### config.mk
export PLATFORM = sky130hd
export DESIGN_NAME = mvu_agu
export DESIGN_NICKNAME = d
export VERILOG_FILES = /design/src/rtl/mvu_cfg_pkg.sv /design/src/rtl/mvu_dp_pkg.sv /design/src/rtl/mvu_agu.sv
export SDC_FILE = /design/constraint.sdc
export NUM_CORES = 1
export LEC_CHECK = 0
export BUFFER_PORTS_ARGS = -buffer_cell sky130_fd_sc_hd__buf_2
export CAP_MARGIN = 10
export CELL_PAD_IN_SITES_DETAIL_PLACEMENT = 0
export CELL_PAD_IN_SITES_GLOBAL_PLACEMENT = 2
export CORE_MARGIN = 4
export CORE_UTILIZATION = 30
export CTS_BUF_LIST = sky130_fd_sc_hd__clkbuf_4
export CTS_CLUSTER_SIZE = 24
export DETAILED_ROUTE_END_ITERATION = 7
export MAX_ROUTING_LAYER = met4
export PLACE_DENSITY = 0.85
export SYNTH_ARGS = -nofsm -noshare
export SYNTH_HDL_FRONTEND = slang
export SYNTH_SLANG_ARGS = --single-unit
export TNS_END_PERCENT = 50
### constraint.sdc
create_clock -name mvu_ext -period 4.1 [get_ports mvu_ext]
set_clock_uncertainty 0.2 [all_clocks]
set_input_delay 0.615 -clock mvu_ext [delete_from_list [all_inputs] [get_ports mvu_ext]]
set_output_delay 0.615 -clock mvu_ext [all_outputs]
set_load 0.01 [all_outputs]
### src/rtl/mvu_cfg_pkg.sv
package mvu_cfg_pkg;

    localparam int MAX_PREC = 8;                    // Widest operand in bits

    typedef logic [7:0] daddr_t;                    // Input memory address
    typedef logic [8:0] waddr_t;                    // Weight memory address
    typedef logic [3:0] prec_t;                     // Operand precision, 1 to MAX_PREC
    typedef logic [5:0] nrows_t;                    // Matrix rows per job, 1 to 63

    // Longest job is every row at full precision on both operands
    localparam int JOB_CYC_MAX = (2**$bits(nrows_t) - 1) * MAX_PREC * MAX_PREC;

    typedef logic [$clog2(JOB_CYC_MAX + 1)-1:0] jobcnt_t;  // Job cycle countdown

    typedef struct packed {
        prec_t  iprec;                              // Input precision
        prec_t  wprec;                              // Weight precision
        nrows_t num_rows;                           // Dot products in this job
        daddr_t ibase;                              // First input bit-plane
        waddr_t wbase;                              // First weight bit-plane of row 0
        logic   d_signed;                           // Inputs are two's complement
        logic   w_signed;                           // Weights are two's complement
    } job_cfg_t;

endpackage

### src/rtl/mvu_dp_pkg.sv
package mvu_dp_pkg;

    localparam int LANES = 8;                       // Vector length and bit-plane width

    // Latencies along the datapath
    localparam int MEM_RD_LATENCY = 1;
    localparam int VVP_STAGES     = 1;

    typedef logic [LANES-1:0] plane_t;              // One bit-plane of a vector

    // Popcount of LANES bits plus a sign bit
    typedef logic signed [$clog2(LANES + 1):0] term_t;

    typedef logic signed [23:0] acc_t;              // Accumulator and dot product

    typedef struct packed {
        logic valid;                                // Term in this slot is real
        logic neg;                                  // Subtract the term
        logic ilast;                                // Last input bit of a weight bit
        logic rlast;                                // Last term of a row
    } pipe_ctrl_t;

endpackage

### src/rtl/mvu_agu.sv
`timescale 1ns/1ps

module mvu_agu import mvu_cfg_pkg::*, mvu_dp_pkg::*; (
    input  logic       mvu_ext,
    input  logic       rst_n,
    input  logic       run,
    input  job_cfg_t   job,
    output daddr_t     rd_daddr,
    output waddr_t     rd_waddr,
    output pipe_ctrl_t ctrl
);

    // Loop counters count steps taken down from the MSB
    prec_t  icnt;
    prec_t  wcnt;
    waddr_t row_off;                                // Row index times wprec
    prec_t  ibit;
    prec_t  wbit;
    logic   ilast;
    logic   wlast;
    logic   d_msb;
    logic   w_msb;

    assign ibit  = job.iprec - 1'b1 - icnt;         // Bit index walks MSB down to 0
    assign wbit  = job.wprec - 1'b1 - wcnt;
    assign ilast = (ibit == '0);
    assign wlast = (wbit == '0);
    assign d_msb = (icnt == '0);
    assign w_msb = (wcnt == '0);

    assign rd_daddr = job.ibase + daddr_t'(ibit);
    assign rd_waddr = job.wbase + row_off + waddr_t'(wbit);

    // A signed MSB weighs negative and two of them cancel
    assign ctrl.valid = run;
    assign ctrl.neg   = (job.d_signed && d_msb) != (job.w_signed && w_msb);
    assign ctrl.ilast = run && ilast;
    assign ctrl.rlast = run && ilast && wlast;

    always_ff @(posedge mvu_ext) begin
        if (!rst_n || !run) begin
            icnt    <= '0;
            wcnt    <= '0;
            row_off <= '0;
        end else if (!ilast) begin
            icnt <= icnt + 1'b1;
        end else begin
            icnt <= '0;
            if (wlast) begin
                wcnt    <= '0;
                row_off <= row_off + waddr_t'(job.wprec);   // Next weight row
            end else begin
                wcnt <= wcnt + 1'b1;
            end
        end
    end

endmodule

==> flow_summary.json <==
{
  "min_period_ps": 4120,
  "wl_per_cell_microns": 11.3,
  "status": "finished, violations left",
  "drt_iter0_drc": 51,
  "yosysSeqAreaShare_pct": 19.4,
  "ys_seq_elements": 17,
  "antenna_left": 0,
  "syn_area_sq_um": 1760,
  "place.port_buffers": 50,
  "fin_crit_sh_pct": 100,
  "cts_tree": "built",
  "r2r_start": "wcnt[0]",
  "synth_top_area_share_pct": 20.7,
  "synth_top_family_by_area": "adder cells",
  "grt_pass1_vias": 1638,
  "worst_setup_path_end_kind": "primary output",
  "synth-edff-count": 0,
  "drive_gt1_share_pct": 36.7,
  "rsz0062_at_grt": "yes",
  "cts_root_buf": "clkbuf_4",
  "hold_viol": 0,
  "synth-compound-area-share_pct": 10.8,
  "layout_commonest_cell": "buf_2",
  "r2r_slack_ps": 1540,
  "yosys.area_share.simple_pct": 17.8,
  "layout_common_cells": "buf_2, ha_1, nor2_1",
  "yosys.area.top_type": "ha_1",
  "whs_path_depth": 1,
  "antenna_found_initial": 0,
  "synthMuxAreaShare_pct": 2.28,
  "die_x_microns": 84.5,
  "clk_pin_slew_ps": 100,
  "maxSlewViolCount": 0,
  "die_h_microns": 84.5,
  "reg2reg_depth": 9,
  "tightest_slew_ps": 634,
  "min_path_type": "flip-flop to flip-flop",
  "overflow": 0,
  "critPathLaunchType": "input pin",
  "dp.cells": 333,
  "synth_ff_type": "dfxtp_1",
  "reg2reg_to": "row_off[3]",
  "p_per_area_nw_per_um2": 217,
  "die-area_sq_um": 7140,
  "setup_viol": 1,
  "stdcell_count": 342,
  "synth_cell_types": 34,
  "dp_hpwl_mm": 3.14,
  "clk_latency_ps": 310,
  "syn_to_final_growth_pct": 33.0,
  "routed_via_density": 4.60,
  "initial_core_util_pct": 31.5,
  "whs_endpoint": "icnt[0]",
  "place_area_sq_um": 2180,
  "syn_inst": 200,
  "finalPower_mw": 0.507,
  "hold_start": "icnt[0]",
  "crit_arrival_ps": 3310,
  "required_ps": 3280,
  "final_cell_area_sq_um": 2330,
  "max-slew-margin-rel_pct": 57.7,
  "synthesis.nets": 274,
  "async_reset_ff_share_pct": 0,
  "yosysWarnings": 0,
  "htree_levels": 1,
  "gp_congestion": 0.729,
  "rows": 27,
  "ios": 57,
  "avgSynthCellArea_sq_um": 8.78,
  "grt_pass1_wl_mm": 6.82,
  "synth-xor-area-share_pct": 13.5,
  "leakagePower_nw": 1.09,
  "vias": 1574,
  "path_max_fanout": 2,
  "drc": 0,
  "critPathKind": "input pin to primary output",
  "yosys.area_share.adder_pct": 30.9,
  "antennaDiodeCount": 0,
  "drt-total-wl_mm": 3.85,
  "grt_max_degree": 14,
  "maxCapViolations": 0,
  "setup_ws_ps": -20.4,
  "peakVddDrop_v": 0.000106,
  "track_usage_pct": 11.7,
  "fin_util_pct": 41.9,
  "cts.sink_count": 17,
  "fin_nets": 345,
  "synth.top_cells.by_area": "ha_1, dfxtp_1, fa_1, xnor2_1, nor2_1",
  "pre_cts_ws_ps": -240,
  "clk_path_buf_depth": 2,
  "violations": "setup timing",
  "dr.pass1.iters": 4,
  "cts_buffers": 3,
  "fmax_ghz": 0.243,
  "fp.coreArea_sq_um": 5570
}
cell families after synthesis:
family	count (synthesis)
compound gates	30
mux	4
flops	17
xor+xnor	27
fa+ha+maj	38
simple gates	62
buf+inv	22
worst max-delay path, cell delays in order:
cell,delay (ps)
buf_6,100
ha_4,150
inv_2,40
fa_2,450
fa_1,480
inv_1,70
ha_2,180
inv_2,40
fa_2,350
nor2b_1,150
o21ai_1,90
nand2b_1,100
a21o_1,130
a21oi_2,60
xnor2_1,150
buf_2,150
stage by stage:
| step | TNS [ps] | hold slack, ps |
|---|---|---|
| after floorplan | 0 | 230 |
| after global placement | -305 | 247 |
| after detailed placement | -347 | 263 |
| after CTS | -7.50 | 282 |
| after global routing | -246 | 322 |
| final | -20.4 | 280 |
layer usage:
layer	track usage (%)	vias up	part of all wire, %
li1	-	814	-
met1	13.9	712	45
met2	20.0	44	47
met3	2.94	4	6.6
met4	2.45	0	0.96
met5	-	-	0
power by group:
group,internal [mW],switching [mW],total [mW],leakage (nW)
Combinational,0.122,0.121,0.243,0.933
Sequential,0.167,0.00134,0.168,0.139
Clock,0.0364,0.0589,0.0952,0.0177
synth_stat cells, types with 3 or more instances:
master	n
a21oi_1	12
nor3_1	4
xnor2_1	19
fa_1	9
nand2_1	7
nor2b_1	3
mux2i_1	4
nor2_1	25
xor2_1	8
o21ai_0	4
inv_1	19
ha_1	29
a21o_1	7
dfxtp_1	17
nand3_1	10
sequential cells by signal, summed over array words and instances (netlist names):
register,cells
icnt,4
row_off,9
wcnt,4
worst max path at each step:
stage	cells after the start	end	slack, ps	start
6_report	16	rd_waddr[7]	-20	job[25]
5_1_grt	16	rd_waddr[7]	-140	wcnt[0]
4_1_cts	13	rd_waddr[8]	-8	wcnt[0]
3_5_place_dp	13	rd_waddr[8]	-240	job[25]
3_3_place_gp	13	rd_waddr[8]	-220	job[25]
2_1_floorplan	11	rd_waddr[8]	180	job[25]
layout make-up:
class | count | area [sq um]
Timing Repair Buffer | 69 | 399
Multi-Input combinational cell | 161 | 1400
Clock inverter | 1 | 5.00
Clock buffer | 3 | 22.5
Sequential cell | 17 | 344
Fill cell | 579 | 3240
Inverter | 19 | 71.3
Tap cell | 72 | 90.1
timing repair:
| action | in CTS | in global routing |
|---|---|---|
| setup endpoints to repair | 4 | 4 |
| hold buffers | 0 | 0 |
| setup buffers | 5 | 0 |
| gates resized for setup | 20 | 4 |
| pin swaps | 13 | 11 |
Note: power is estimated with default switching activity, not from simulation.
