$ cat src/rtl/mvu_dp_pkg.sv
package mvu_dp_pkg;

    localparam int LANES = 8;                       // Vector length and bit-plane width

    // Latencies along the datapath
    localparam int MEM_RD_LATENCY = 1;
    localparam int VVP_STAGES     = 1;

    typedef logic [LANES-1:0] plane_t;              // One bit-plane of a vector

    // Popcount of LANES bits plus a sign bit
    typedef logic signed [$clog2(LANES + 1):0] term_t;

    typedef logic signed [23:0] acc_t;              // Accumulator and dot product

    typedef struct packed {
        logic valid;                                // Term in this slot is real
        logic neg;                                  // Subtract the term
        logic ilast;                                // Last input bit of a weight bit
        logic rlast;                                // Last term of a row
    } pipe_ctrl_t;

endpackage

$ cat src/rtl/ctrl_delay.sv
`timescale 1ns/1ps

module ctrl_delay import mvu_dp_pkg::*; #(
    parameter int DEPTH = 1
) (
    input  logic       mvu_ext,
    input  logic       rst_n,
    input  pipe_ctrl_t in,
    output pipe_ctrl_t out
);

    pipe_ctrl_t stage [DEPTH];

    always_ff @(posedge mvu_ext) begin
        if (!rst_n) begin
            for (int i = 0; i < DEPTH; i++) begin
                stage[i] <= '0;                 // No valid slots after reset
            end
        end else begin
            stage[0] <= in;
            for (int i = 1; i < DEPTH; i++) begin
                stage[i] <= stage[i-1];
            end
        end
    end

    assign out = stage[DEPTH-1];

endmodule

$ cat src/rtl/vvp_popcount.sv
`timescale 1ns/1ps

module vvp_popcount import mvu_dp_pkg::*; (
    input  logic       mvu_ext,
    input  logic       rst_n,
    input  plane_t     dplane,
    input  plane_t     wplane,
    input  pipe_ctrl_t ctrl_in,
    output term_t      term,
    output pipe_ctrl_t ctrl_out
);

    logic [$clog2(LANES + 1)-1:0] ones;
    term_t                        term_d;
    term_t                        term_q [VVP_STAGES];

    always_comb begin
        ones = '0;
        for (int i = 0; i < LANES; i++) begin
            ones = ones + (dplane[i] & wplane[i]);  // 1x1 bit products
        end
    end

    assign term_d = ctrl_in.neg ? -term_t'({1'b0, ones}) : term_t'({1'b0, ones});

    always_ff @(posedge mvu_ext) begin
        term_q[0] <= term_d;
        for (int i = 1; i < VVP_STAGES; i++) begin
            term_q[i] <= term_q[i-1];
        end
    end

    assign term = term_q[VVP_STAGES-1];

    // Controls follow the term through the same number of stages
    ctrl_delay #(
        .DEPTH (VVP_STAGES)
    ) i_ctrl_delay (
        .mvu_ext (mvu_ext),
        .rst_n   (rst_n),
        .in      (ctrl_in),
        .out     (ctrl_out)
    );

endmodule

$ cat config.mk
export PLATFORM = sky130hd
export DESIGN_NAME = vvp_popcount
export DESIGN_NICKNAME = d
export VERILOG_FILES = /design/src/rtl/mvu_dp_pkg.sv /design/src/rtl/ctrl_delay.sv /design/src/rtl/vvp_popcount.sv
export SDC_FILE = /design/constraint.sdc
export NUM_CORES = 1
export LEC_CHECK = 0
export BUFFER_PORTS_ARGS = -buffer_cell sky130_fd_sc_hd__buf_2
export CAP_MARGIN = 10
export CORE_AREA = 3 3 40 42
export DETAILED_ROUTE_END_ITERATION = 8
export DIE_AREA = 0 0 43 45
export HOLD_SLACK_MARGIN = 0.1
export MAX_ROUTING_LAYER = met4
export PLACE_DENSITY = 0.77
export SYNTH_ARGS = -nofsm -noshare
export SYNTH_HDL_FRONTEND = slang
export SYNTH_SLANG_ARGS = --single-unit
$ cat constraint.sdc
create_clock -name mvu_ext -period 8.3 [get_ports mvu_ext]
set_input_delay 0 -clock mvu_ext [delete_from_list [all_inputs] [get_ports mvu_ext]]
set_output_delay 0 -clock mvu_ext [all_outputs]
set_load 0.005 [all_outputs]
==> flow_metrics.env, run 1 <==
export IMPL_max_clock_freq_mhz=333
export IMPL_syn_area_um2=529
export IMPL_dieArea_um2=1940
export IMPL_syn_inst=53
export IMPL_tritoncts="done"
export IMPL_placed_area_um2=698
export IMPL_yosys_warnings=0
export IMPL_htree_levels=1
export IMPL_hold_viol_final=0
export IMPL_start_util=0.412
export IMPL_core_rowCount=13
export IMPL_min_path_type="input pin to register"
export IMPL_ys_ff_latch=9
export IMPL_synth_top_area_share=0.340
export IMPL_synth_top_cells_by_count="dfxtp_1 (9), and2_1 (8), inv_1 (8), nand2_1 (6)"
export IMPL_grt_pass1_vias=515
export IMPL_vias_per_cell=4.59
export IMPL_crit_path_start="dplane[0]"
export IMPL_fin_nets=127
export IMPL_cap_violations=0
export IMPL_synth_area_leaders="dfxtp_1 (34%), fa_1 (15%), and2_1 (9.5%)"
export IMPL_n_antenna_cell=0
export IMPL_dp_hpwl_um=917
export IMPL_relSlewSlack=0.863
export IMPL_dieWidth_um=43
export IMPL_grt_pass1_wl_mm=2.07
export IMPL_overflow=0
export IMPL_cts_root_buf="clkbuf_4"
export IMPL_path_clk_slew_ns=0.06
export IMPL_synth_ff_type="dfxtp_1"
export IMPL_rsz0062_at_grt="no"
export IMPL_ant_nets=0
export IMPL_drive_gt1_frac=0.396
export IMPL_cts_buffers=3
export IMPL_synth_top_area_cell="dfxtp_1"
export IMPL_post_synth_top_count_cell="dfxtp_1"
export IMPL_fin_ws_ns=5.30
export IMPL_final_area_um2=815
export IMPL_antenna_found_initial=0
export IMPL_detail_route_iter0_violations=2
export IMPL_syn_to_final_growth_pct=53.9
export IMPL_synth_edf_count=0
export IMPL_worstPathMaxFanout=3
export IMPL_min_from="wplane[2]"
export IMPL_pin_count=31
export IMPL_peakVddDrop_uv=86.9
export IMPL_worstSetupEndpointType="register"
export IMPL_cts_setup_buffers=0
export IMPL_gp_congestion=0.724
export IMPL_port_buffers=30
export IMPL_routed_wl_mm=1.25
export IMPL_post_drt_wl_per_cell_um=11.3
export IMPL_firstDrtPassIters=3
export IMPL_track_usage=0.160
export IMPL_numClockSinks=9
export IMPL_yosysUniqueCellTypes=19
export IMPL_power_per_cell_area_nw_per_um2=189
export IMPL_async_flop_share=0
export IMPL_synth_area_per_cell_um2=9.99
export IMPL_core_um2=1280
export IMPL_drcViolationCount=0
export IMPL_nFillCells=110
export IMPL_synth_nets=83
export IMPL_finalSetupViolCount=0
export IMPL_worst_slew_pin_slew_ns=0.204
export IMPL_ys_seq_area_frac=0.340
export IMPL_fin_util=0.634
export IMPL_clockBufferDepth=2
export IMPL_period_share=0.362
export IMPL_critPathLaunchType="input pin"
export IMPL_cp_required_ns=8.49
export IMPL_grt_max_degree=9
export IMPL_min_period_ns=3.00
export IMPL_critPathKind="input pin to register"
export IMPL_dp_slack_ns=5.00
export IMPL_status="finished, final reports clean"
export IMPL_via_count=509
export IMPL_worst_endpoint_arrival_ns=3.19
export IMPL_die_h_um=45
export IMPL_p_leak_nw=0.431
export IMPL_setup_tns_final_ns=0
export IMPL_final_max_slew_viol_count=0
## per-stage QoR
| stage | hold WS (ns) | instances | total power [mW] |
|---|---|---|---|
| 6_report | 0.146 | 111 | 0.154 |
| 5_1_grt | 0.177 | 111 | 0.168 |
| 4_1_cts | 0.165 | 111 | 0.154 |
| 3_5_place_dp | 0.205 | 98 | 0.119 |
| 3_3_place_gp | 0.200 | 98 | 0.116 |
| 2_1_floorplan | 0.100 | 53 | 0.0956 |
## metal layers
metal,track usage,up-vias,wire length (µm)
li1,-,255,-
met2,0.302,12,766
met4,0.120,0,17
met5,-,-,0
met1,0.125,239,404
met3,0.0518,3,61
## final cells by class
class	instances	area [µm²]	share of cell area
repair buffers	39	240	0.295
clock buffers	4	26.3	0.0323
multi-input cells	36	319	0.392
flip-flops and latches	9	180	0.221
inverters	8	30.0	0.0369
well taps	15	18.8	0.0230
## report_power, final
group          switching (mW)  internal, mW  leakage [nW]
registers             0.00210        0.0536        0.0754
clock network          0.0152        0.0185        0.0150
logic                  0.0310        0.0337         0.340
## critical path, cell delays in order
cell and delay (ns):
buf_2 0.09, and2_1 0.16, fa_1 0.53, inv_1 0.05, fa_1 0.50, fa_1 0.54, inv_1 0.04, ha_1 0.22
inv_1 0.08, fa_1 0.47, ha_1 0.26, nor2b_1 0.14, xnor2_1 0.12
## flip-flops by register name, summed over array words and instances (netlist names)
| signal | cells |
|---|---|
| i_ctrl_delay.stage | 4 |
| term_q | 5 |
## final timing paths
check	to	slack [ns]	cells after the start
setup / recovery	term_q[0][2]$_DFF_P_	5.30	13
hold / removal	term_q[0][0]$_DFF_P_	0.15	3
## what timing repair did
item                                   CTS  global route
gates resized for setup                  0             0
endpoints found under the hold margin    6             0
hold buffers                             9             0
## cell families (layout without fill, tap and decap cells)
| logic type | after synthesis | in the layout | synth area share |
|---|---|---|---|
| simple gates | 18 | 18 | 0.191 |
| flops | 9 | 9 | 0.340 |
| fa+ha+maj | 8 | 8 | 0.246 |
| buf+inv | 8 | 51 | 0.0567 |
| compound gates | 7 | 7 | 0.111 |
| xor+xnor | 2 | 2 | 0.0331 |
| mux | 1 | 1 | 0.0213 |
## cells in the final DEF, fill, tap and decap left out, types with 2 or more instances in the layout
master	instances
fa_1	4
a211oi_1	2
nand2_1	6
buf_2	30
clkbuf_4	3
dlygate4sd3_1	9
inv_1	8
and2_1	8
ha_1	4
dfxtp_1	9
Power figures use the tool's default switching activity.
==> run 2, diff against run 1 <==
ABC_AREA = 1   (was not set)
PLACE_DENSITY = 0.76   (was 0.77)
clock period = 2.8 ns   (was 8.3 ns; I/O delays follow)
==> run 2 against run 1 <==
  * Clock power grew to 2.9 times the previous value
  * Combinational power rose to 3.3 times the previous value
  * Cell area grew 5.1%
  * Sequential share of layout area down 1.1 points
  * Via count rose by 5.7%
  * Routed wire length shrank 0.64%
  * Critical path depth up 3
  * Count of clock-buffer cells in the layout did not move
  * Worst hold slack got worse by 0.027 ns
  * Global-route usage fell by 1.6 points
  * Largest cell class unchanged
  * Die area did not move
  * Synthesized cell count is 30% higher
==> flow_metrics.env, run 2 <==
export IMPL_status="finished, final reports clean"
export IMPL_n_antenna_cell=0
export IMPL_cts_setup_buffers=0
export IMPL_gp_congestion=0.700
export IMPL_seq_area_um2=180
export IMPL_max_clock_freq_mhz=359
export IMPL_path_clk_slew_ns=0.06
export IMPL_final_max_slew_viol_count=0
export IMPL_largest_reg_flops=5
export IMPL_crit_slowest_cell="fa_2"
export IMPL_antenna_found_initial=0
export IMPL_p_leak_nw=0.518
export IMPL_layout_common_cells="buf_2 (28), nand2_1 (18), inv_1 (16), dlygate4sd3_1 (9), dfxtp_1 (9)"
export IMPL_synth_ff_type="dfxtp_1"
export IMPL_fin_ws_ns=0.0131
export IMPL_dp_slack_ns=-0.276
export IMPL_synth_edf_count=0
export IMPL_clockBufferDepth=2
export IMPL_dieArea_um2=1940
export IMPL_fin_nets=143
export IMPL_finalSetupViolCount=0
export IMPL_syn_to_final_growth_pct=65.2
export IMPL_holdWs_ns=0.119
export IMPL_regMostFlops="term_q"
export IMPL_rsz0062_at_grt="yes"
export IMPL_nFillCells=98
export IMPL_synth_top_area_cell="dfxtp_1"
export IMPL_yosysUniqueCellTypes=12
export IMPL_peakVddDrop_uv=243
export IMPL_period_share=0.995
export IMPL_min_period_ns=2.79
export IMPL_pwr_share_seq=0.345
export IMPL_p_clk_frac=0.208
export IMPL_dp_hpwl_um=948
export IMPL_critPathLaunchType="input pin"
export IMPL_grt_max_degree=7
export IMPL_post_drt_wl_per_cell_um=9.78
export IMPL_min_path_type="input pin to register"
export IMPL_start_util=0.403
export IMPL_ys_seq_area_frac=0.348
export IMPL_worst_slew_pin_slew_ns=0.131
export IMPL_cap_violations=0
export IMPL_ys_ff_latch=9
export IMPL_core_rowCount=13
export IMPL_power_per_cell_area_nw_per_um2=557
export IMPL_port_buffers=30
export IMPL_syn_inst=69
export IMPL_p_switching_mw=0.157
export IMPL_worstPathMaxFanout=3
export IMPL_worst_endpoint_arrival_ns=2.95
export IMPL_detail_route_iter0_violations=3
export IMPL_die_h_um=45
export IMPL_yosys_warnings=0
export IMPL_crit_chain="buf_6 > nand2_2 > inv_2 > fa_1 > inv_2 > fa_1 > fa_1 > inv_1 > ha_2 > inv_2 > fa_2 > inv_2 > nor2_2 > nand3_2 > nand3_1 > nand2_1"
export IMPL_critPathKind="input pin to register"
export IMPL_synth_top_cells_by_count="nand2_1 (22), inv_1 (21), dfxtp_1 (9), fa_1 (4), ha_1 (4)"
export IMPL_relSlewSlack=0.912
export IMPL_overflow=0
export IMPL_drcViolationCount=0
export IMPL_reg_largest_list="term_q: 5 flops, i_ctrl_delay.stage: 4 flops"
export IMPL_internal_power_mw=0.320
export IMPL_grt_pass1_wl_mm=1.95
export IMPL_finalPower_mw=0.477
export IMPL_final_common_cell="buf_2"
export IMPL_post_synth_top_count_cell="nand2_1"
export IMPL_synth_area_leaders="dfxtp_1 (35%), nand2_1 (16%), fa_1 (15%)"
export IMPL_core_um2=1280
export IMPL_grt_pass1_vias=507
export IMPL_worstSetupEndpointType="register"
export IMPL_cts_buffers=3
export IMPL_via_count=538
export IMPL_multi_input_area_um2=295
export IMPL_hold_viol_final=0
export IMPL_track_usage=0.144
export IMPL_switching_share=0.328
export IMPL_setup_tns_final_ns=0
export IMPL_synth_top_area_share=0.348
export IMPL_slowest_delay_ns=0.57
export IMPL_firstDrtPassIters=4
export IMPL_htree_levels=1
export IMPL_routed_wl_mm=1.24
export IMPL_synth_nets=99
export IMPL_syn_area_um2=518
export IMPL_synth_area_per_cell_um2=7.51
export IMPL_dieWidth_um=43
export IMPL_numClockSinks=9
export IMPL_async_flop_share=0
export IMPL_ant_nets=0
export IMPL_comb_power_share=0.447
export IMPL_vias_per_cell=4.24
export IMPL_crit_path_frequent_cell="inv_2"
export IMPL_cts_root_buf="clkbuf_4"
export IMPL_cp_required_ns=2.96
export IMPL_pin_count=31
export IMPL_tritoncts="done"
export IMPL_drive_gt1_frac=0.438
## run 2: logic make-up after synthesis
| logic type | Yosys count | share of synthesized area |
|---|---|---|
| and+or+nand+nor | 27 | 0.205 |
| buffers and inverters | 22 | 0.159 |
| DFF | 9 | 0.348 |
| adders and majority gates | 8 | 0.251 |
| AOI/OAI and AO/OA | 2 | 0.0193 |
| xor gates and xnor gates | 1 | 0.0169 |
## run 2: cell type report
class	instances	area share
timing repair buffer	39	0.295
sequential	9	0.211
tap	15	0.0219
clock buffer	4	0.0307
multi-input combinational	38	0.345
inverter	22	0.0965
## run 2: final timing paths
check / end / slack [ns] / cells past startpoint / start
min: term_q[0][0]$_DFF_P_ / 0.12 / 4 / wplane[2]
max: term_q[0][3]$_DFF_P_ / 0.01 / 16 / wplane[0]
## run 2: power groups by stage
stage	sequential (mW)	clock [mW]	combinational, mW
6_report	0.165	0.0993	0.213
5_1_grt	0.166	0.108	0.241
4_1_cts	0.165	0.101	0.200
3_5_place_dp	0.168	0	0.187
3_3_place_gp	0.167	0	0.171
2_1_floorplan	0.174	0	0.108
## run 2: repair_timing
action	4_1_cts	5_1_grt
pin swaps	0	8
resized for setup	1	10
endpoints found under the hold margin	7	0
hold buffers	9	0
setup endpoints to repair	1	4
## run 2: per-stage QoR
step,cell area [µm²],util,std cells
final,856,0.666,127
after global routing,856,0.666,127
after CTS,828,0.645,127
after detailed placement,709,0.552,114
after global placement,709,0.552,114
after floorplan,541,-,69
## run 2: per-layer routing
layer | global-route usage | vias to the layer above | share of wire
li1 | - | 281 | -
met1 | 0.129 | 234 | 0.34
met2 | 0.278 | 18 | 0.58
met3 | 0.0359 | 5 | 0.055
met4 | 0.0723 | 0 | 0.023
met5 | - | - | 0
## run 2: critical path, delay by kind of cell
family | cells | cell delay, ns
adder cells (fa/ha/maj) | 5 | 2.23
AND/OR/NAND/NOR | 5 | 0.39
buffers and inverters | 6 | 0.33
