===== config.mk =====
export PLATFORM = sky130hd
export DESIGN_NAME = mvu_job_ctrl
export DESIGN_NICKNAME = d
export VERILOG_FILES = /design/src/rtl/mvu_cfg_pkg.sv /design/src/rtl/mvu_job_ctrl.sv
export SDC_FILE = /design/constraint.sdc
export NUM_CORES = 1
export LEC_CHECK = 0
export BUFFER_PORTS_ARGS = -buffer_cell sky130_fd_sc_hd__buf_2
export CORE_ASPECT_RATIO = 1.2
export CORE_MARGIN = 1.5
export CORE_UTILIZATION = 50
export DETAILED_ROUTE_END_ITERATION = 8
export MAX_ROUTING_LAYER = met4
export PLACE_DENSITY = 0.76
export RECOVER_POWER = 100
export SETUP_SLACK_MARGIN = 0.2
export SLEW_MARGIN = 20
export SYNTH_ARGS = -nofsm -noshare
export SYNTH_HDL_FRONTEND = slang
export SYNTH_SLANG_ARGS = --single-unit

===== constraint.sdc =====
create_clock -name mvu_ext -period 8.6 [get_ports mvu_ext]
set_clock_uncertainty 0.15 [all_clocks]
set_input_delay 1.29 -clock mvu_ext [delete_from_list [all_inputs] [get_ports mvu_ext]]
set_output_delay 1.29 -clock mvu_ext [all_outputs]
set_load 0.1 [all_outputs]

===== src/rtl/mvu_cfg_pkg.sv =====
package mvu_cfg_pkg;

    localparam int MAX_PREC = 8;                    // Widest operand in bits

    typedef logic [7:0] daddr_t;                    // Input memory address
    typedef logic [8:0] waddr_t;                    // Weight memory address
    typedef logic [3:0] prec_t;                     // Operand precision, 1 to MAX_PREC
    typedef logic [5:0] nrows_t;                    // Matrix rows per job, 1 to 63

    // Longest job is every row at full precision on both operands
    localparam int JOB_CYC_MAX = (2**$bits(nrows_t) - 1) * MAX_PREC * MAX_PREC;

    typedef logic [$clog2(JOB_CYC_MAX + 1)-1:0] jobcnt_t;  // Job cycle countdown

    typedef struct packed {
        prec_t  iprec;                              // Input precision
        prec_t  wprec;                              // Weight precision
        nrows_t num_rows;                           // Dot products in this job
        daddr_t ibase;                              // First input bit-plane
        waddr_t wbase;                              // First weight bit-plane of row 0
        logic   d_signed;                           // Inputs are two's complement
        logic   w_signed;                           // Weights are two's complement
    } job_cfg_t;

endpackage


===== src/rtl/mvu_job_ctrl.sv =====
`timescale 1ns/1ps

module mvu_job_ctrl import mvu_cfg_pkg::*; (
    input  logic     mvu_ext,
    input  logic     rst_n,
    input  logic     start,
    input  job_cfg_t cfg,
    output job_cfg_t job,
    output logic     run,
    output logic     done,
    output logic     irq
);

    typedef enum logic {
        IDLE,
        RUN
    } state_t;

    state_t  state;
    jobcnt_t cnt;                                   // Run cycles left after this one
    jobcnt_t job_cycles;
    logic    accept;

    assign accept = start && (state == IDLE);       // Starts during a job are dropped
    assign run    = (state == RUN);

    // One cycle per input bit, per weight bit, per row
    assign job_cycles = jobcnt_t'(cfg.num_rows) * jobcnt_t'(cfg.iprec) * jobcnt_t'(cfg.wprec);

    always_ff @(posedge mvu_ext) begin
        if (accept) begin
            job <= cfg;
        end
    end

    always_ff @(posedge mvu_ext) begin
        if (!rst_n) begin
            state <= IDLE;
            cnt   <= '0;
            done  <= 1'b0;
            irq   <= 1'b0;
        end else begin
            done <= 1'b0;
            case (state)
                IDLE: begin
                    if (accept) begin
                        state <= RUN;
                        cnt   <= job_cycles - 1'b1;
                        irq   <= 1'b0;          // Previous job acknowledged by the new start
                    end
                end
                RUN: begin
                    if (cnt == '0) begin
                        state <= IDLE;
                        done  <= 1'b1;
                        irq   <= 1'b1;
                    end else begin
                        cnt <= cnt - 1'b1;
                    end
                end
                default: state <= IDLE;
            endcase
        end
    end

endmodule


==> flow_results.org, run 1 <==
** Layout
- Summing all non-filler instances in the final layout gives an area of 4330 sq um.
- Layout Cells excl Fill :: 565
- Across the whole layout, storage elements account for 1291 sq um.
- The layout has 726 filler cells.
- The multi-input combinational cells in the finished layout cover a total of between 2000 and 2500 sq um.
- Antenna diode count :: 0
- Area delta synth->final :: 11.50%
- In the final layout, the share of cells above drive strength 1 is under 10%.
- Once layout is complete, the utilization of the core stands at 56.83%.
- The net count of the finished layout is 569.

** Setup path
- Worst setup path category :: in -> reg
- At the worst endpoint, the arrival time is 6.97 ns.
- Critical path launch point type :: input pin
- Critical Path RT :: 8.70 ns
- The worst register-to-register path has a setup slack of around 5.3 ns.
- Of all nets on the critical path, the largest fanout is 8.
- STA classifies the critical path endpoint as a flip-flop.

** Flow run
- Max Cap Viol :: 1

** Detailed routing
- DRT iter0 DRCs :: 154
- The pre-antenna-repair detailed-routing pass consisted of 6 iterations.
- ANT nets after route :: 0
- Per-cell via count in the routed design :: 5.469
- Avg WL per Cell :: 14.44 microns
- Number of vias in the routed layout :: 3090
- In the routed design, unresolved DRC markers number 0.
- Aggregate routed wire length :: 8.161 mm

** Synth
- Mapped Cells :: 403
- Main combinational cell family by area after synthesis :: adder cells
- Number of synthesized flops with an enable pin :: 33
- After Yosys synthesis, XOR and XNOR cells account for ~3.3% of the synthesized area.
- Multiplexer cells account for 1.063% of the synthesized area.
- Summing the areas of all fa, ha and maj instances in the mapped netlist gives 24.48% of the synthesized area.
- Counting flops with an async set or reset pin after synthesis yields a share of 0%.
- Sequential elements use roughly a third of the synthesized area.
- The number of nets handed over by synthesis was 500.
- Post-synthesis sequential element count :: 48
- Post-synthesis average cell area :: ~9.6 sq um
- The synthesized netlist devotes 11.34% of its cell area to compound gates.
- Number of warnings printed during yosys synthesis :: 0
- The cell area that synthesis handed to floorplanning was 3884 sq um.
- Among all flip-flop cells after synthesis, the most frequent one is sky130_fd_sc_hd__edfxtp_1.
- Post-Synth Simple-Gate Area :: 19.68%
- Number of distinct standard cells referenced by the synthesized netlist :: 56

** Outcome
- The checks that failed: capacitance limit, slew limit.
- The run finished, with violations left.

** Clock network
- Count of clock tree sinks :: between 40 and 50
- Clock root buffer :: sky130_fd_sc_hd__clkbuf_8
- Clock-pin slew was measured on the worst setup and hold paths at 0.10 ns.
- Clock latency of the later-clocked register in the worst-skew pair :: 0.31 ns
- TritonCTS built the clock tree.
- The clock passes through at most 2 buffers.
- Hold Buf Count CTS :: 0
- CTS H-Tree Depth :: 2
- Post-CTS timing repair inserted 0 buffers for setup.
- TritonCTS Buffers :: 5
- After clock tree synthesis, the repair step resized 0 gates.

** Pwr
- Power per Cell Area :: 322.9 nW/um^2
- Total power for the finished layout comes to 1.398 mW.
- Worst VDD drop :: 268.1 uV
- Reported leakage power :: around 1.9 nW

** Die
- After floorplanning, the core was sized to cover 7620 sq um.
- Die area :: 8308 sq um
- In this run the horizontal extent of the chip is 83.46 microns.
- # IOs :: between 70 and 80
- The die is about 100 microns tall.
- Once the floorplan was initialized, standard cells occupied 50.97% of the core.
- The initialized floorplan defines 35 standard-cell rows.

** Timing
- On the final layout, the worst hold slack is 0.3529 ns.
- Tightest slew margin relative to the limit :: -19.43%
- The hold violation total from the final report is 0.
- Top achievable clock speed :: roughly 150 MHz
- Setup violations remaining at the end of the flow were counted as 0.
- Setup slack of the critical path after layout :: about 1.7 ns
- Pins over their slew limit :: 34
- Setup repair after global routing missed its margin :: no
- Summed over all failing endpoints, the final setup total negative slack is 0 ns.
- The worst path needs 6.872 ns of the cycle, external delays included.
- Worst slew pin tran :: 1.792 ns
- Period Utilization, post-route :: 79.91%

** Global route
- In this run the most used layer during global routing was met2.
- For this run, the total global-route usage over all layers was measured as roughly 22%.
- Number of global-route vias before repair :: around 3200
- Routing usage on met1 :: 27.53%
- In the global route stage, met3 resource usage came out at 2.573%.
- Global routing used 36.52% of the available met2 tracks.
- Entering global routing, the biggest net connects 34 pins.
- Antenna violations before repair :: 0
- For this run the aggregate overflow at the end of global routing stands at 0.
- Global-route wire length before repair :: 14.41 mm

** Place
- The count of buffers added on input and output ports is 71.
- Placed instance area :: 4300 sq um
- Routability-driven placement finished with a final weighted congestion of roughly 0.87.
- The number of placed instances, taps included, is between 500 and 600.
- Prior to clock tree synthesis, the placed netlist has a worst setup slack of ~1.6 ns.
- Final HPWL DP :: 6.200 mm

** Min path
- Worst hold-check path type :: reg -> reg
[logic make-up after synthesis]
logic type / Yosys count
AND/OR/NAND/NOR: 142
XOR/XNOR: 13
adder cells (fa/ha/maj): 61
buffers and inverters: 65
flip-flops: 48
AO/OA/AOI/OAI: 70
multiplexers: 4
[cells in the final DEF, fill, tap and decap left out, types with 3 or more instances in the layout]
master / count
sky130_fd_sc_hd__nand2b_1: 7
sky130_fd_sc_hd__edfxtp_1: 33
sky130_fd_sc_hd__a21oi_1: 16
sky130_fd_sc_hd__clkbuf_1: 54
sky130_fd_sc_hd__a21o_1: 4
sky130_fd_sc_hd__o21ai_0: 21
sky130_fd_sc_hd__inv_1: 55
sky130_fd_sc_hd__nor4_1: 9
sky130_fd_sc_hd__clkbuf_8: 6
sky130_fd_sc_hd__nor2b_1: 5
sky130_fd_sc_hd__mux2i_1: 3
sky130_fd_sc_hd__nand2_1: 47
sky130_fd_sc_hd__dfxtp_1: 15
sky130_fd_sc_hd__xnor2_1: 12
sky130_fd_sc_hd__ha_1: 36
sky130_fd_sc_hd__buf_2: 18
sky130_fd_sc_hd__nor3_1: 8
sky130_fd_sc_hd__a31oi_1: 3
sky130_fd_sc_hd__a21boi_0: 4
sky130_fd_sc_hd__nand3_1: 7
sky130_fd_sc_hd__o21bai_1: 3
sky130_fd_sc_hd__a211oi_1: 4
sky130_fd_sc_hd__nor2_1: 16
sky130_fd_sc_hd__fa_1: 25
sky130_fd_sc_hd__and2_1: 22
sky130_fd_sc_hd__nand3b_1: 4
[cell usage after synthesis, types with 3 or more instances]
library cell / number / area [sq um]
sky130_fd_sc_hd__a21oi_1: 16 / 80.08
sky130_fd_sc_hd__nor4_1: 8 / 50.05
sky130_fd_sc_hd__mux2i_1: 3 / 30.03
sky130_fd_sc_hd__o21ai_0: 21 / 105.1
sky130_fd_sc_hd__nand2_1: 47 / 176.4
sky130_fd_sc_hd__inv_1: 55 / 206.5
sky130_fd_sc_hd__nor2b_1: 5 / 31.28
sky130_fd_sc_hd__nand3b_1: 4 / 30.03
sky130_fd_sc_hd__nand3_1: 7 / 35.03
sky130_fd_sc_hd__nand2b_1: 7 / 43.79
sky130_fd_sc_hd__nor3_1: 8 / 40.04
sky130_fd_sc_hd__dfxtp_1: 15 / 300.3
sky130_fd_sc_hd__o21bai_1: 3 / 22.52
sky130_fd_sc_hd__and2_1: 24 / 150.1
sky130_fd_sc_hd__a21o_1: 4 / 30.03
sky130_fd_sc_hd__a31oi_1: 3 / 18.77
sky130_fd_sc_hd__clkbuf_1: 5 / 18.77
sky130_fd_sc_hd__ha_1: 36 / 450.4
sky130_fd_sc_hd__nor2_1: 16 / 60.06
sky130_fd_sc_hd__xnor2_1: 12 / 105.1
sky130_fd_sc_hd__a211oi_1: 4 / 30.03
sky130_fd_sc_hd__a21boi_0: 3 / 22.52
sky130_fd_sc_hd__fa_1: 25 / 500.5
sky130_fd_sc_hd__edfxtp_1: 33 / 991.0
[where the power goes]
part,internal [mW],switching [mW]
Combinational,0.375,0.539
Clock,0.0952,0.0829
Sequential,0.280,0.0257
Total,0.750,0.648
[routing by layer]
layer  vias up  wire, microns
li1       1512              -
met2        95           3961
met1      1472           3657
met4         0            136
met3        11            405
met5         -              0
[worst max-delay path: stages]
cell and delay [ns]:
sky130_fd_sc_hd__clkbuf_1 0.27, sky130_fd_sc_hd__nand2_1 0.15, sky130_fd_sc_hd__fa_1 0.56, sky130_fd_sc_hd__inv_1 0.06, sky130_fd_sc_hd__fa_1 0.56, sky130_fd_sc_hd__inv_1 0.07, sky130_fd_sc_hd__fa_1 0.45, sky130_fd_sc_hd__nand2b_1 0.20
sky130_fd_sc_hd__nand2b_1 0.08, sky130_fd_sc_hd__a21oi_1 0.07, sky130_fd_sc_hd__xnor2_1 0.29, sky130_fd_sc_hd__nand2_1 0.10, sky130_fd_sc_hd__ha_1 0.29, sky130_fd_sc_hd__inv_1 0.05, sky130_fd_sc_hd__fa_1 0.54, sky130_fd_sc_hd__inv_1 0.06
sky130_fd_sc_hd__fa_1 0.53, sky130_fd_sc_hd__inv_1 0.04, sky130_fd_sc_hd__ha_1 0.31, sky130_fd_sc_hd__nor3b_1 0.18, sky130_fd_sc_hd__a21oi_1 0.11, sky130_fd_sc_hd__o21ai_0 0.17, sky130_fd_sc_hd__xnor3_1 0.40, sky130_fd_sc_hd__o21ai_0 0.13
[worst paths after layout]
check / start / to / cells after the start
setup / recovery: cfg[19] / cnt[11] / 24
hold / removal: irq / irq / 2
setup reg to reg: run / job[32] / 4
hold reg to reg: irq / irq / 2
[layout make-up]
class	instances	share of cell area, %
multi-input combinational	290	53.19
timing repair buffer	72	6.761
clock buffer	6	1.907
tap	92	2.658
sequential	48	29.82
clock inverter	2	0.8957
inverter	55	4.767
[flip-flops by register name, summed over array words and instances (netlist names)]
name and count:
run 1, irq 1, cnt 12, job 33
done 1
(Power assumes the default switching activity.)
==> inputs of run 2 (changes only) <==
PLACE_DENSITY = 0.79   (was 0.76)
clock period = 6 ns   (was 8.6 ns; I/O delays follow)
==> run 2 against run 1 <==
Effect of this change: the flow now finishes without violations; worst setup slack got worse by 1.5 ns; clock-buffer cell count fell by 1; register-to-register slack got worse by 2.4 ns; critical endpoint is now cnt[9].
==> flow_results.org, run 2 (same netlist as run 1, synthesis figures left out) <==
** Outcome
- Run status :: finished clean (was complete, but fails checks)

** Layout
- The filler cell count in the final layout is 627 (was 726).
- Layout cells sized above 1 :: 21.40% (was 7.188%)
- Multi-input gate area :: 2537 sq um (was 2303 sq um)
- Most used cells in the layout excluding fill and tap cells :: 46 x sky130_fd_sc_hd__inv_1, 46 x sky130_fd_sc_hd__clkbuf_1, 44 x sky130_fd_sc_hd__nand2_1 (was 55 x sky130_fd_sc_hd__inv_1, 54 x sky130_fd_sc_hd__clkbuf_1, 47 x sky130_fd_sc_hd__nand2_1)
- Count of nets after finishing :: 596 (was 569)
- Area delta synth->final :: 24.00% (was 11.50%)
- Storage cell area :: 1291 sq um (unchanged)
- The count of antenna diodes in the layout was 0 (unchanged).
- Layout Cells excl Fill :: 592 (was 565)
- The register bank with the most flops was job (unchanged).
- Registers with the highest flip-flop counts: job (33), cnt (12) (unchanged).
- The number of flip-flops in the largest register came to 33 (unchanged).

** Die
- # IOs :: 72 (unchanged)
- Die area :: 8308 sq um (unchanged)
- The overall die height was 99.55 microns (unchanged).
- The placeable core region came to 7620 sq um (unchanged).
- Die outline width :: 83.46 microns (unchanged)
- The number of placement rows came to 35 (unchanged).
- The effective utilization at floorplan came to 50.97% (unchanged).

** Global route
- The total track usage is 19.51% (was 21.62%).
- Global-route wire length before repair :: 12.96 mm (was 14.41 mm)
- Number of global-route vias before repair :: 2944 (was 3150)
- The total overflow reported by the global router was 0 (unchanged).
- Antenna violations before repair :: 0 (unchanged)
- The pin count of the biggest net entering global routing was 35 (was 34).

** Setup path
- Worst setup path start :: cfg[21] (was cfg[19])
- Endpoint type of the worst setup path :: flip-flop (unchanged)
- The critical path class was in -> reg (unchanged).
- The critical path data required time is 6.08 ns (was 8.70 ns).
- The peak fanout along the critical path was 5 (was 8).
- Cell count of the worst reg-to-reg path :: 7 (was 4)
- Worst path arrival time :: 5.82 ns (was 6.97 ns)
- Reg-to-reg startpoint :: cnt[0] (was run)
- The element type at the critical path start is an input pin (unchanged).

** Detailed routing
- DRT iter0 DRCs :: 130 (was 154)
- The average vias per placed instance came to 5.383 (was 5.469).
- Aggregate routed wire length :: 8.401 mm (was 8.161 mm)
- The final routed wire length divided by cell count was 14.19 microns (was 14.44 microns).
- Number of vias in the routed layout :: 3187 (was 3090)
- Total DRC errors in the routed layout :: 0 (unchanged)
- ANT nets after route :: 0 (unchanged)
- The detailed-routing iteration count for the pre-antenna-repair pass came to 4 (was 6).

** Min path
- The count of cells along the worst hold path is 2 (unchanged).
- The class of the worst hold path is reg -> reg (unchanged).
- The origin of the worst min-delay path is irq (unchanged).

** Pwr
- The leakage power total came to 2.099 nW (was 1.893 nW).
- Power per Cell Area :: 538.2 nW/um^2 (was 322.9 nW/um^2)
- The largest voltage drop on the vdd net is 347.3 uV (was 268.1 uV).

** Timing
- Period Utilization, post-route :: 95.64%
- Tightest slew margin relative to the limit :: 17.01% (was -19.43%)
- The worst-case setup margin in the final layout was 0.2616 ns (was 1.728 ns).
- The number of max-slew violations in the final report is 0 (was 34).
- Final setup violation count :: 0 (unchanged)
- The hold violation total from the final report came to 0 (unchanged).
- The worst-margin pin slew is 1.228 ns (was 1.792 ns).
- Top achievable clock speed :: roughly 170 MHz
- Tmin final :: between 5 and 6 ns

** Clock network
- The clock tree buffer depth is 2 (unchanged).
- Count of clock tree sinks :: 48 (unchanged)
- The clock latency reported for the late side of the worst-skew pair is 0.30 ns (was 0.31 ns).
- Register clock-pin slew on the reported worst setup and hold paths :: 0.09 ns (was 0.10 ns)
- Clock root buffer :: sky130_fd_sc_hd__clkbuf_8 (unchanged)
- The clock tree from TritonCTS is built (unchanged).
- TritonCTS Buffers :: 5 (unchanged)
- Hold Buf Count CTS :: 0 (unchanged)
- The H-tree depth is 2 (unchanged).

** Place
- The post-detailed-placement half-perimeter wirelength is 6.135 mm (was 6.200 mm).
- Dpl cells :: 575 (was 557)
- Post-placement worst setup slack :: -0.06997 ns (was 1.618 ns)
- Buffers added on ports :: 71 (unchanged)
- Global placer's final weighted congestion :: 0.9028 (was 0.8664)

** Flow run
- Max Cap Viol :: 0 (was 1)
-- run 2: cell types whose count changed in the layout (fill, tap and decap cells not counted), moves of 5 or more --
| cell | delta |
|---|---|
| sky130_fd_sc_hd__buf_4 | +25 |
| sky130_fd_sc_hd__ha_4 | +8 |
| sky130_fd_sc_hd__inv_1 | -9 |
| sky130_fd_sc_hd__clkbuf_1 | -8 |
| sky130_fd_sc_hd__inv_2 | +9 |
| sky130_fd_sc_hd__buf_2 | +5 |
| sky130_fd_sc_hd__ha_1 | -8 |
-- run 2: path summary, 6_finish.rpt --
check	endpoint	slack (ns)
worst min register to register	irq	0.35
worst max-delay path	cnt[9]	0.26
worst min-delay path	irq	0.35
worst max register to register	cnt[9]	2.92
-- run 2: critical path, cell delays in order --
cell and delay (ns):
sky130_fd_sc_hd__clkbuf_1 0.16, sky130_fd_sc_hd__nand2_1 0.09, sky130_fd_sc_hd__fa_1 0.50, sky130_fd_sc_hd__inv_2 0.04, sky130_fd_sc_hd__fa_2 0.56, sky130_fd_sc_hd__inv_2 0.04
sky130_fd_sc_hd__fa_2 0.36, sky130_fd_sc_hd__buf_6 0.14, sky130_fd_sc_hd__xnor2_4 0.17, sky130_fd_sc_hd__buf_6 0.12, sky130_fd_sc_hd__nand2_1 0.05, sky130_fd_sc_hd__ha_1 0.28
sky130_fd_sc_hd__inv_1 0.04, sky130_fd_sc_hd__fa_1 0.49, sky130_fd_sc_hd__inv_1 0.06, sky130_fd_sc_hd__fa_1 0.55, sky130_fd_sc_hd__inv_1 0.08, sky130_fd_sc_hd__ha_4 0.19
sky130_fd_sc_hd__nor3_4 0.20, sky130_fd_sc_hd__buf_6 0.13, sky130_fd_sc_hd__nor3b_4 0.03, sky130_fd_sc_hd__a21oi_2 0.18, sky130_fd_sc_hd__xnor2_1 0.14, sky130_fd_sc_hd__nand2_1 0.09
sky130_fd_sc_hd__a31oi_1 0.20
-- run 2: timing repair --
action / CTS / global route
resized for setup: 0 / 54
buffers inserted: 0 / 9
setup endpoints to repair: 0 / 5
-- run 2: metal layers --
metal	global-route usage (%)	up-vias	wire length [microns]
met5	-	-	0
met1	22.75	1538	3452
met4	3.783	0	88
li1	-	1566	-
met2	35.96	72	4583
met3	2.988	11	277
-- run 2: power breakdown --
group	total (mW)	internal [mW]	leakage, nW	switching [mW]
logic	1.87	0.878	1.59	0.992
registers	0.436	0.401	0.438	0.0349
clock network	0.286	0.168	0.0687	0.118
-- run 2: layout make-up --
type	count	share of cell area, %
clock buffers	5	1.429
clock inverters	3	1.429
inverters	55	4.287
multi-input cells	290	52.69
flip-flops and latches	48	26.81
well taps	92	2.390
repair buffers	99	10.96
-- run 2: stage by stage --
stage               utilization, %  area [sq um]  TNS [ns]  hold slack (ns)  power [mW]
CTS                          60.59          4617         0           0.3542       2.274
detailed placement           58.78          4479  -0.09738           0.3278       1.970
finish                       63.20          4816         0           0.3508       2.592
global placement             58.78          4479  -0.01253           0.3186       1.936
global route                 63.20          4816  -0.05015           0.3979       2.801
floorplan                        -          3928         0           0.3355       1.565
